File: config.mk
export PLATFORM = sky130hd
export DESIGN_NAME = static_cnfg_slave
export DESIGN_NICKNAME = d
export VERILOG_FILES = /design/src/rtl/cnfg_bus_pkg.sv /design/src/rtl/shell_cmd_pkg.sv /design/src/rtl/cnfg_regs.sv /design/src/rtl/ctrl_axil_port.sv /design/src/rtl/net_cmd_out.sv /design/src/rtl/pr_dma_queue.sv /design/src/rtl/static_cnfg_slave.sv
export VERILOG_INCLUDE_DIRS = /design/src /design/src/rtl
export SDC_FILE = /design/constraint.sdc
export NUM_CORES = 1
export LEC_CHECK = 0
export BUFFER_PORTS_ARGS = -buffer_cell sky130_fd_sc_hd__buf_2
export CAP_MARGIN = 20
export CORE_ASPECT_RATIO = 1.4
export CORE_MARGIN = 2
export CORE_UTILIZATION = 36
export CTS_CLUSTER_SIZE = 14
export DETAILED_ROUTE_END_ITERATION = 8
export RECOVER_POWER = 50
export SLEW_MARGIN = 10
export SYNTH_ARGS = -nofsm -noshare
export SYNTH_HDL_FRONTEND = slang
export SYNTH_SLANG_ARGS = --single-unit
File: constraint.sdc
create_clock -name aclk -period 11.7 [get_ports aclk]
set_input_delay 2.34 -clock aclk [delete_from_list [all_inputs] [get_ports aclk]]
set_output_delay 2.34 -clock aclk [all_outputs]
set_load 0.01 [all_outputs]
File: src/rtl/cnfg_config.svh
`ifndef CNFG_CONFIG_SVH
`define CNFG_CONFIG_SVH

// Bus and register file geometry
`define CNFG_DATA_BITS     64
`define CNFG_N_REGS        32
// 5 index bits above 3 byte offset bits
`define CNFG_ADDR_BITS     8

`define CNFG_PROBE_ID      64'h5a3c_96e1_0f2d_b487
`define CNFG_PR_QDEPTH     8

// Register map, in 64-bit word slots
`define CNFG_PROBE_REG     0
`define CNFG_LOWSPEED_REG  8
`define CNFG_PR_CTRL_REG   10
`define CNFG_PR_STAT_REG   11
`define CNFG_PR_ADDR_REG   12
`define CNFG_PR_LEN_REG    13
`define CNFG_NET_IP_REG    20
`define CNFG_NET_MAC_REG   21
`define CNFG_NET_ARP_REG   22

// PR control bits
`define CNFG_PR_START      0
`define CNFG_PR_CTL        1
`define CNFG_PR_CLR        2

`endif

File: src/rtl/cnfg_bus_pkg.sv
`include "cnfg_config.svh"

package cnfg_bus_pkg;

  // ------------------------------
  // Plain vectors
  typedef logic [`CNFG_ADDR_BITS-1:0]       axil_addr_t;
  typedef logic [$clog2(`CNFG_N_REGS)-1:0]  reg_idx_t;
  typedef logic [`CNFG_DATA_BITS-1:0]       reg_data_t;
  typedef logic [`CNFG_DATA_BITS/8-1:0]     reg_strb_t;

  // ------------------------------
  // Single-cycle register accesses from the bus port
  typedef struct packed {
    logic      valid;
    reg_idx_t  idx;
    reg_data_t data;
    reg_strb_t strb;
  } reg_wr_t;

  typedef struct packed {
    logic     valid;
    reg_idx_t idx;
  } reg_rd_t;

  // ------------------------------
  // Channel FSMs of the AXI4-Lite port
  typedef enum logic [1:0] {
    WR_IDLE,
    WR_ACCEPT,
    WR_RESP
  } wr_state_t;

  typedef enum logic [1:0] {
    RD_IDLE,
    RD_ACCEPT,
    RD_DATA
  } rd_state_t;

endpackage

File: src/rtl/shell_cmd_pkg.sv
package shell_cmd_pkg;

  // ------------------------------
  // DMA request toward the engine
  typedef logic [47:0] paddr_t;    // Host physical address
  typedef logic [27:0] dma_len_t;  // Bytes

  typedef struct packed {
    logic     ctl;
    paddr_t   paddr;
    dma_len_t len;
  } dma_req_t;

  // ------------------------------
  // Network port configuration
  typedef logic [31:0] ip_addr_t;
  typedef logic [47:0] mac_addr_t;

endpackage

File: src/rtl/cnfg_regs.sv
`timescale 1ns/10ps
`include "cnfg_config.svh"

module cnfg_regs (
  input  logic                    aclk,
  input  logic                    aresetn,
  input  cnfg_bus_pkg::reg_wr_t   reg_wr,
  input  cnfg_bus_pkg::reg_rd_t   reg_rd,
  output cnfg_bus_pkg::reg_data_t rd_data,
  output logic                    pr_push,
  output shell_cmd_pkg::dma_req_t pr_req,
  input  logic                    pr_not_full,
  input  logic                    pr_done,
  output logic [2:0]              lowspeed_ctrl_0,
  output logic [2:0]              lowspeed_ctrl_1
);

  logic [5:0]              lowspeed_q;
  logic [2:0]              pr_ctrl_q;    // Start, ctl, clear
  logic                    done_q;
  shell_cmd_pkg::paddr_t   pr_addr_q;
  shell_cmd_pkg::dma_len_t pr_len_q;

  logic wr_lowspeed;
  logic wr_pr_ctrl;
  logic wr_pr_addr;
  logic wr_pr_len;
  cnfg_bus_pkg::reg_data_t lowspeed_nxt;
  cnfg_bus_pkg::reg_data_t addr_nxt;
  cnfg_bus_pkg::reg_data_t len_nxt;

  // Byte lanes with a strobe take the new data
  function automatic cnfg_bus_pkg::reg_data_t byte_merge(
    input cnfg_bus_pkg::reg_data_t old_word,
    input cnfg_bus_pkg::reg_data_t new_word,
    input cnfg_bus_pkg::reg_strb_t strb
  );
    cnfg_bus_pkg::reg_data_t res;
    res = old_word;
    for (int i = 0; i < `CNFG_DATA_BITS / 8; i++) begin
      if (strb[i]) begin
        res[i*8 +: 8] = new_word[i*8 +: 8];
      end
    end
    return res;
  endfunction

  // ------------------------------
  // Write decode
  assign wr_lowspeed = reg_wr.valid && (reg_wr.idx == `CNFG_LOWSPEED_REG);
  assign wr_pr_ctrl  = reg_wr.valid && (reg_wr.idx == `CNFG_PR_CTRL_REG);
  assign wr_pr_addr  = reg_wr.valid && (reg_wr.idx == `CNFG_PR_ADDR_REG);
  assign wr_pr_len   = reg_wr.valid && (reg_wr.idx == `CNFG_PR_LEN_REG);

  assign lowspeed_nxt = byte_merge(cnfg_bus_pkg::reg_data_t'(lowspeed_q), reg_wr.data,
                                   reg_wr.strb);
  assign addr_nxt     = byte_merge(cnfg_bus_pkg::reg_data_t'(pr_addr_q), reg_wr.data,
                                   reg_wr.strb);
  assign len_nxt      = byte_merge(cnfg_bus_pkg::reg_data_t'(pr_len_q), reg_wr.data,
                                   reg_wr.strb);

  always_ff @(posedge aclk) begin
    if (!aresetn) begin
      lowspeed_q <= '1;
      pr_ctrl_q  <= '0;
      done_q     <= 1'b0;
    end else begin
      pr_ctrl_q <= '0;  // Self-clearing after one cycle
      if (wr_lowspeed) begin
        lowspeed_q <= lowspeed_nxt[5:0];
      end
      if (wr_pr_ctrl && reg_wr.strb[0]) begin
        pr_ctrl_q <= reg_wr.data[2:0];
      end
      // Clear has priority over a done in the same cycle
      if (pr_ctrl_q[`CNFG_PR_CLR]) begin
        done_q <= 1'b0;
      end else if (pr_done) begin
        done_q <= 1'b1;
      end
    end
  end

  always_ff @(posedge aclk) begin
    if (wr_pr_addr) begin
      pr_addr_q <= addr_nxt[47:0];
    end
    if (wr_pr_len) begin
      pr_len_q <= len_nxt[27:0];
    end
  end

  // ------------------------------
  // Outputs
  assign lowspeed_ctrl_0 = lowspeed_q[2:0];
  assign lowspeed_ctrl_1 = lowspeed_q[5:3];

  assign pr_push = pr_ctrl_q[`CNFG_PR_START];
  always_comb begin
    pr_req.ctl   = pr_ctrl_q[`CNFG_PR_CTL];
    pr_req.paddr = pr_addr_q;
    pr_req.len   = pr_len_q;
  end

  // ------------------------------
  // Read mux, registered on the read handshake
  always_ff @(posedge aclk) begin
    if (reg_rd.valid) begin
      case (reg_rd.idx)
        `CNFG_PROBE_REG:    rd_data <= `CNFG_PROBE_ID;
        `CNFG_LOWSPEED_REG: rd_data <= cnfg_bus_pkg::reg_data_t'(lowspeed_q);
        `CNFG_PR_STAT_REG:  rd_data <= cnfg_bus_pkg::reg_data_t'({pr_not_full, done_q});
        `CNFG_PR_ADDR_REG:  rd_data <= cnfg_bus_pkg::reg_data_t'(pr_addr_q);
        `CNFG_PR_LEN_REG:   rd_data <= cnfg_bus_pkg::reg_data_t'(pr_len_q);
        default:            rd_data <= '0;  // Network regs are write only
      endcase
    end
  end

endmodule

File: src/rtl/ctrl_axil_port.sv
`timescale 1ns/10ps
`include "cnfg_config.svh"

module ctrl_axil_port (
  input  logic                     aclk,
  input  logic                     aresetn,
  input  cnfg_bus_pkg::axil_addr_t awaddr,
  input  logic                     awvalid,
  output logic                     awready,
  input  cnfg_bus_pkg::reg_data_t  wdata,
  input  cnfg_bus_pkg::reg_strb_t  wstrb,
  input  logic                     wvalid,
  output logic                     wready,
  output logic                     bvalid,
  output logic [1:0]               bresp,
  input  logic                     bready,
  input  cnfg_bus_pkg::axil_addr_t araddr,
  input  logic                     arvalid,
  output logic                     arready,
  output logic                     rvalid,
  output cnfg_bus_pkg::reg_data_t  rdata,
  output logic [1:0]               rresp,
  input  logic                     rready,
  output cnfg_bus_pkg::reg_wr_t    reg_wr,
  output cnfg_bus_pkg::reg_rd_t    reg_rd,
  input  cnfg_bus_pkg::reg_data_t  rd_data
);

  localparam int OFFS_BITS = $clog2(`CNFG_DATA_BITS / 8);

  cnfg_bus_pkg::wr_state_t wr_state;
  cnfg_bus_pkg::rd_state_t rd_state;
  logic wr_hs;
  logic rd_hs;

  // ------------------------------
  // Write channel
  always_ff @(posedge aclk) begin
    if (!aresetn) begin
      wr_state <= cnfg_bus_pkg::WR_IDLE;
    end else begin
      case (wr_state)
        cnfg_bus_pkg::WR_IDLE: begin
          if (awvalid && wvalid) begin  // Need both address and data
            wr_state <= cnfg_bus_pkg::WR_ACCEPT;
          end
        end
        cnfg_bus_pkg::WR_ACCEPT: begin
          wr_state <= wr_hs ? cnfg_bus_pkg::WR_RESP : cnfg_bus_pkg::WR_IDLE;
        end
        cnfg_bus_pkg::WR_RESP: begin
          if (bready) begin
            wr_state <= cnfg_bus_pkg::WR_IDLE;
          end
        end
        default: wr_state <= cnfg_bus_pkg::WR_IDLE;
      endcase
    end
  end

  assign awready = (wr_state == cnfg_bus_pkg::WR_ACCEPT);
  assign wready  = (wr_state == cnfg_bus_pkg::WR_ACCEPT);
  assign bvalid  = (wr_state == cnfg_bus_pkg::WR_RESP);
  assign bresp   = 2'b00;  // OKAY
  assign wr_hs   = awready && awvalid && wready && wvalid;

  always_comb begin
    reg_wr.valid = wr_hs;
    reg_wr.idx   = awaddr[`CNFG_ADDR_BITS-1:OFFS_BITS];  // Drop byte offset
    reg_wr.data  = wdata;
    reg_wr.strb  = wstrb;
  end

  // ------------------------------
  // Read channel
  always_ff @(posedge aclk) begin
    if (!aresetn) begin
      rd_state <= cnfg_bus_pkg::RD_IDLE;
    end else begin
      case (rd_state)
        cnfg_bus_pkg::RD_IDLE: begin
          if (arvalid) begin
            rd_state <= cnfg_bus_pkg::RD_ACCEPT;
          end
        end
        cnfg_bus_pkg::RD_ACCEPT: begin
          rd_state <= rd_hs ? cnfg_bus_pkg::RD_DATA : cnfg_bus_pkg::RD_IDLE;
        end
        cnfg_bus_pkg::RD_DATA: begin
          if (rready) begin
            rd_state <= cnfg_bus_pkg::RD_IDLE;
          end
        end
        default: rd_state <= cnfg_bus_pkg::RD_IDLE;
      endcase
    end
  end

  assign arready = (rd_state == cnfg_bus_pkg::RD_ACCEPT);
  assign rvalid  = (rd_state == cnfg_bus_pkg::RD_DATA);
  assign rresp   = 2'b00;
  assign rd_hs   = arready && arvalid;

  // Read data is registered in the register block on the handshake edge
  assign rdata = rd_data;

  always_comb begin
    reg_rd.valid = rd_hs;
    reg_rd.idx   = araddr[`CNFG_ADDR_BITS-1:OFFS_BITS];
  end

endmodule

File: src/rtl/net_cmd_out.sv
`timescale 1ns/10ps
`include "cnfg_config.svh"

module net_cmd_out (
  input  logic                      aclk,
  input  logic                      aresetn,
  input  cnfg_bus_pkg::reg_wr_t     reg_wr,
  output logic                      set_ip_valid,
  output shell_cmd_pkg::ip_addr_t   set_ip_addr,
  output logic                      set_mac_valid,
  output shell_cmd_pkg::mac_addr_t  set_mac_addr,
  output logic                      arp_req_valid,
  output shell_cmd_pkg::ip_addr_t   arp_req_addr,
  input  logic                      arp_req_ready
);

  logic ip_hit;
  logic mac_hit;
  logic arp_hit;

  // Whole word taken, strobes not looked at
  assign ip_hit  = reg_wr.valid && (reg_wr.idx == `CNFG_NET_IP_REG);
  assign mac_hit = reg_wr.valid && (reg_wr.idx == `CNFG_NET_MAC_REG);
  assign arp_hit = reg_wr.valid && (reg_wr.idx == `CNFG_NET_ARP_REG);

  // ------------------------------
  // Command valids
  always_ff @(posedge aclk) begin
    if (!aresetn) begin
      set_ip_valid  <= 1'b0;
      set_mac_valid <= 1'b0;
      arp_req_valid <= 1'b0;
    end else begin
      set_ip_valid  <= ip_hit;   // Single-cycle pulse
      set_mac_valid <= mac_hit;
      if (arp_hit) begin
        arp_req_valid <= 1'b1;  // New lookup overrides a pending one
      end else if (arp_req_ready) begin
        arp_req_valid <= 1'b0;
      end
    end
  end

  always_ff @(posedge aclk) begin
    if (ip_hit) begin
      set_ip_addr <= reg_wr.data[31:0];
    end
    if (mac_hit) begin
      set_mac_addr <= reg_wr.data[47:0];
    end
    if (arp_hit) begin
      arp_req_addr <= {<<8{reg_wr.data[31:0]}};  // Byte-reversed target
    end
  end

endmodule

File: src/rtl/pr_dma_queue.sv
`timescale 1ns/10ps
`include "cnfg_config.svh"

module pr_dma_queue #(
  parameter int DEPTH = `CNFG_PR_QDEPTH
) (
  input  logic                    aclk,
  input  logic                    aresetn,
  input  logic                    push,
  input  shell_cmd_pkg::dma_req_t push_req,
  output logic                    not_full,
  output logic                    m_valid,
  output shell_cmd_pkg::dma_req_t m_req,
  input  logic                    m_ready
);

  localparam int PTR_BITS = $clog2(DEPTH);
  localparam int CNT_BITS = $clog2(DEPTH + 1);

  shell_cmd_pkg::dma_req_t mem [DEPTH];
  logic [PTR_BITS-1:0] wr_ptr;
  logic [PTR_BITS-1:0] rd_ptr;
  logic [CNT_BITS-1:0] count;
  logic do_push;
  logic do_pop;

  assign not_full = (count != CNT_BITS'(DEPTH));
  assign m_valid  = (count != '0);
  assign m_req    = mem[rd_ptr];  // Head of queue
  assign do_push  = push && not_full;  // Full drops the start
  assign do_pop   = m_valid && m_ready;

  always_ff @(posedge aclk) begin
    if (do_push) begin
      mem[wr_ptr] <= push_req;
    end
  end

  // ------------------------------
  // Pointers and occupancy
  always_ff @(posedge aclk) begin
    if (!aresetn) begin
      wr_ptr <= '0;
      rd_ptr <= '0;
      count  <= '0;
    end else begin
      if (do_push) begin
        wr_ptr <= (wr_ptr == PTR_BITS'(DEPTH - 1)) ? '0 : wr_ptr + 1'b1;
      end
      if (do_pop) begin
        rd_ptr <= (rd_ptr == PTR_BITS'(DEPTH - 1)) ? '0 : rd_ptr + 1'b1;
      end
      count <= count + CNT_BITS'(do_push) - CNT_BITS'(do_pop);
    end
  end

endmodule

File: src/rtl/static_cnfg_slave.sv
`timescale 1ns/10ps

module static_cnfg_slave (
  input  logic                      aclk,
  input  logic                      aresetn,
  // AXI4-Lite host port
  input  cnfg_bus_pkg::axil_addr_t  awaddr,
  input  logic                      awvalid,
  output logic                      awready,
  input  cnfg_bus_pkg::reg_data_t   wdata,
  input  cnfg_bus_pkg::reg_strb_t   wstrb,
  input  logic                      wvalid,
  output logic                      wready,
  output logic                      bvalid,
  output logic [1:0]                bresp,
  input  logic                      bready,
  input  cnfg_bus_pkg::axil_addr_t  araddr,
  input  logic                      arvalid,
  output logic                      arready,
  output logic                      rvalid,
  output cnfg_bus_pkg::reg_data_t   rdata,
  output logic [1:0]                rresp,
  input  logic                      rready,
  // Low-speed control
  output logic [2:0]                lowspeed_ctrl_0,
  output logic [2:0]                lowspeed_ctrl_1,
  // PR DMA requests
  output logic                      m_pr_dma_valid,
  output shell_cmd_pkg::dma_req_t   m_pr_dma_req,
  input  logic                      m_pr_dma_ready,
  input  logic                      pr_done,
  // Network port commands
  output logic                      set_ip_valid,
  output shell_cmd_pkg::ip_addr_t   set_ip_addr,
  output logic                      set_mac_valid,
  output shell_cmd_pkg::mac_addr_t  set_mac_addr,
  output logic                      arp_req_valid,
  output shell_cmd_pkg::ip_addr_t   arp_req_addr,
  input  logic                      arp_req_ready
);

  cnfg_bus_pkg::reg_wr_t   reg_wr;
  cnfg_bus_pkg::reg_rd_t   reg_rd;
  cnfg_bus_pkg::reg_data_t rd_data;
  logic                    pr_push;
  shell_cmd_pkg::dma_req_t pr_req;
  logic                    pr_not_full;

  // ------------------------------
  ctrl_axil_port u_port (
    .aclk, .aresetn,
    .awaddr, .awvalid, .awready,
    .wdata, .wstrb, .wvalid, .wready,
    .bvalid, .bresp, .bready,
    .araddr, .arvalid, .arready,
    .rvalid, .rdata, .rresp, .rready,
    .reg_wr, .reg_rd, .rd_data
  );

  cnfg_regs u_regs (
    .aclk, .aresetn,
    .reg_wr, .reg_rd, .rd_data,
    .pr_push, .pr_req, .pr_not_full, .pr_done,
    .lowspeed_ctrl_0, .lowspeed_ctrl_1
  );

  // PR requests wait here for the DMA engine
  pr_dma_queue u_pr_queue (
    .aclk, .aresetn,
    .push     (pr_push),
    .push_req (pr_req),
    .not_full (pr_not_full),
    .m_valid  (m_pr_dma_valid),
    .m_req    (m_pr_dma_req),
    .m_ready  (m_pr_dma_ready)
  );

  net_cmd_out u_net (
    .aclk, .aresetn,
    .reg_wr,
    .set_ip_valid, .set_ip_addr,
    .set_mac_valid, .set_mac_addr,
    .arp_req_valid, .arp_req_addr, .arp_req_ready
  );

endmodule

==> metrics <==
Sum Neg Setup Slack 0 ns; CP max FO 63; most common cell after layout, fill and taps aside edfxtp_1; # setup viols final 0; Arrival @ worst endpoint 3.97 ns; Max-slew headroom -96.3%; skew final 0.0310 ns; worst hold stages 1; area of the core 89900 sq um; Yosys reg bits 883; IO Port Bufs 333; initial core utilization 36.4%; vias after detailed routing 15300; Worst Hold Path EP u_regs.done_q$_SDFFE_PP0P_; Setup crit end kind output port; gr ovfl total 0; Post-Syn Instances 1395; Post-synth top flop edfxtp_1; DP Area 35700 sq um; largest net degree at the start of global routing 64; WL final 77000 um; dpl hpwl 44500 um; Reg clk slew, reported paths 0.07 ns; vias in the first global route 16300; clk sinks 883; Synth Cell Area 32700 sq um; PwrDens 183 nW/um^2; initial antenna violation count 8; Post-CTS Setup Bufs 0; Seq/Total Area, Yosys 80.1%; FF+latch area 26200 sq um; root buf cell clkbuf_16; post-cts repair resize count 0; final worst path period share 53.9%; Post-DRT Antenna Nets 0; Avg Cell Area, Syn 23.4 sq um; R2R Path End u_pr_queue.mem[4][47]$_DFFE_PP_; Power Total 0.00702 W; Initial DRT Pass Iterations 5; Multi-input gate area 5990 sq um; chip width 259 um; I/O pin total 370; CTS tree yes; final hold vios 0; Hold/Removal Path Class register to register; Worst EP required 9.36 ns; Layout Nets 1893; startpoint types register; Filler Cell Count 7725; path depth of the worst reg2reg path 7; commonest non-fill, non-tap cells in the layout edfxtp_1 (853), buf_2 (286), mux4_2 (154); Avg WL per Cell 25.3 um; final std cell area, no fill 38400 sq um; Die H 361 um; Area Overhead vs Synth 17.4%; status finished, violations left; Ys Warns 0; failing checks capacitance limit, slew limit; total CTS buffers 86; Final GP Congestion 0.760; Starting DRT DRC Count 1330; Post-synth EDFFs 853; worst-case clock buffer depth 3; Async SR Flop Fraction 0%; Worst R2R Setup Slack 6.99 ns; max-cap viol count 7; VDD IR max 119 uV; H-tree depth 3; Worst-Margin Slew 2.94 ns; routed vias/inst 5.05; row cnt 130; crit path kind register to output port; Max Clock Freq 158 MHz; Residual DRC 0; post-synth cell types 53; GRT Overall Usage 16.5%; share of cells above drive strength 1 36.7%; Pleak 12.7 nW; die area 93300 sq um; global-route wire length before repair 111000 um; Max Slew Vio Count 206; worst-skew pair later-pin latency 0.64 ns; Critical R2R Launch u_pr_queue.count[2]$_SDFF_PN0_; worst hold start u_regs.pr_ctrl_q[2]$_SDFF_PN0_; RSZ-0062 raised after global routing false; minimum clock period 6.31 ns; hold buffer count at cts 0
-- synth_stat cells, drive strengths merged (6+ instances only) --
cell type / n / share of area (%)
edfxtp: 853 / 78
mux4: 154 / 11
mux2: 77 / 3.3
buf: 60 / 1.4
dfxtp: 30 / 1.8
a221o: 18 / 0.55
inv: 18 / 0.21
and2: 17 / 0.33
clkbuf: 17 / 0.20
a21oi: 14 / 0.21
and3: 13 / 0.25
nor2: 12 / 0.15
o21ai: 12 / 0.18
ha: 10 / 0.38
a21o: 9 / 0.21
a22o: 9 / 0.24
nor3: 9 / 0.15
a41oi: 6 / 0.16
nor2b: 6 / 0.11
-- per-layer routing --
layer / GRT usage, % / vias to the layer above / routed length (um)
met5: 0 / - / 57
met4: 5.00 / 8 / 1800
met3: 3.22 / 110 / 4000
met2: 29.0 / 415 / 40100
met1: 20.3 / 8243 / 31000
li1: - / 6562 / -
-- metrics by stage --
step / hold WS, ns / worst slack (ns) / instances / util [%]
2_1_floorplan: 0.376 / 2.85 / 1406 / -
3_3_place_gp: 0.426 / 5.89 / 2882 / 39.7
3_5_place_dp: 0.425 / 5.87 / 2882 / 39.7
4_1_cts: 0.432 / 5.16 / 3034 / 42.8
5_1_grt: 0.440 / 5.12 / 3037 / 42.7
6_report: 0.439 / 5.39 / 3037 / 42.7
-- power breakdown --
part | internal, W | total, W | switching, W
clock network | 0.00156 | 0.00273 | 0.00117
logic | 0.000437 | 0.000797 | 0.000360
registers | 0.00344 | 0.00349 | 0.0000530
total | 0.00544 | 0.00702 | 0.00158
-- state kept, by name, indices dropped and copies added (netlist names), named ones only --
signal	flops
u_net.set_ip_addr	32
u_port.wr_state	2
u_regs.pr_ctrl_q	3
u_net.arp_req_valid	1
u_pr_queue.wr_ptr	3
u_regs.done_q	1
u_pr_queue.count	4
u_regs.pr_addr_q	48
u_net.arp_req_addr	32
u_regs.lowspeed_q	6
u_port.rd_state	2
u_pr_queue.rd_ptr	3
u_pr_queue.mem	616
u_net.set_mac_valid	1
u_regs.rd_data	49
u_regs.pr_len_q	28
u_net.set_ip_valid	1
u_net.set_mac_addr	48
-- area by class of cell --
cell class | count | share of cell area, %
Clock buffer | 118 | 6.30
Timing Repair Buffer | 367 | 4.86
Antenna cell | 1 | 0.00652
Sequential cell | 883 | 68.3
Multi-Input combinational cell | 428 | 15.6
Clock inverter | 34 | 0.893
Tap cell | 1188 | 3.87
Inverter | 18 | 0.176
-- worst max path at each step --
stage,end,slack (ns),cells past startpoint
2_1_floorplan,u_pr_queue.mem[0][0]$_DFFE_PP_,2.85,5
3_3_place_gp,m_pr_dma_req[31],5.89,5
3_5_place_dp,m_pr_dma_req[31],5.87,5
4_1_cts,m_pr_dma_req[31],5.16,5
5_1_grt,m_pr_dma_req[31],5.12,5
6_report,m_pr_dma_req[2],5.39,5
-- kinds of logic (layout without fill, tap and decap cells) --
kind of cell | after synthesis | count (layout) | share of synthesized area (%)
adders and majority gates | 11 | 11 | 0.444
and+or+nand+nor | 100 | 100 | 1.92
buffers and inverters | 95 | 537 | 1.81
muxes | 232 | 232 | 14.0
xor gates and xnor gates | 1 | 1 | 0.0268
DFF | 883 | 883 | 80.1
other | 1 | 13 | 0.0115
AOI/OAI and AO/OA | 72 | 72 | 1.66
-- critical path: stages, from the launching register on --
cell     delay (ns)
dfxtp_4        0.69
buf_4          0.80
buf_4          0.86
mux4_2         0.42
mux2_2         0.33
buf_2          0.15
No activity file was read; power rests on OpenSTA's default activity.
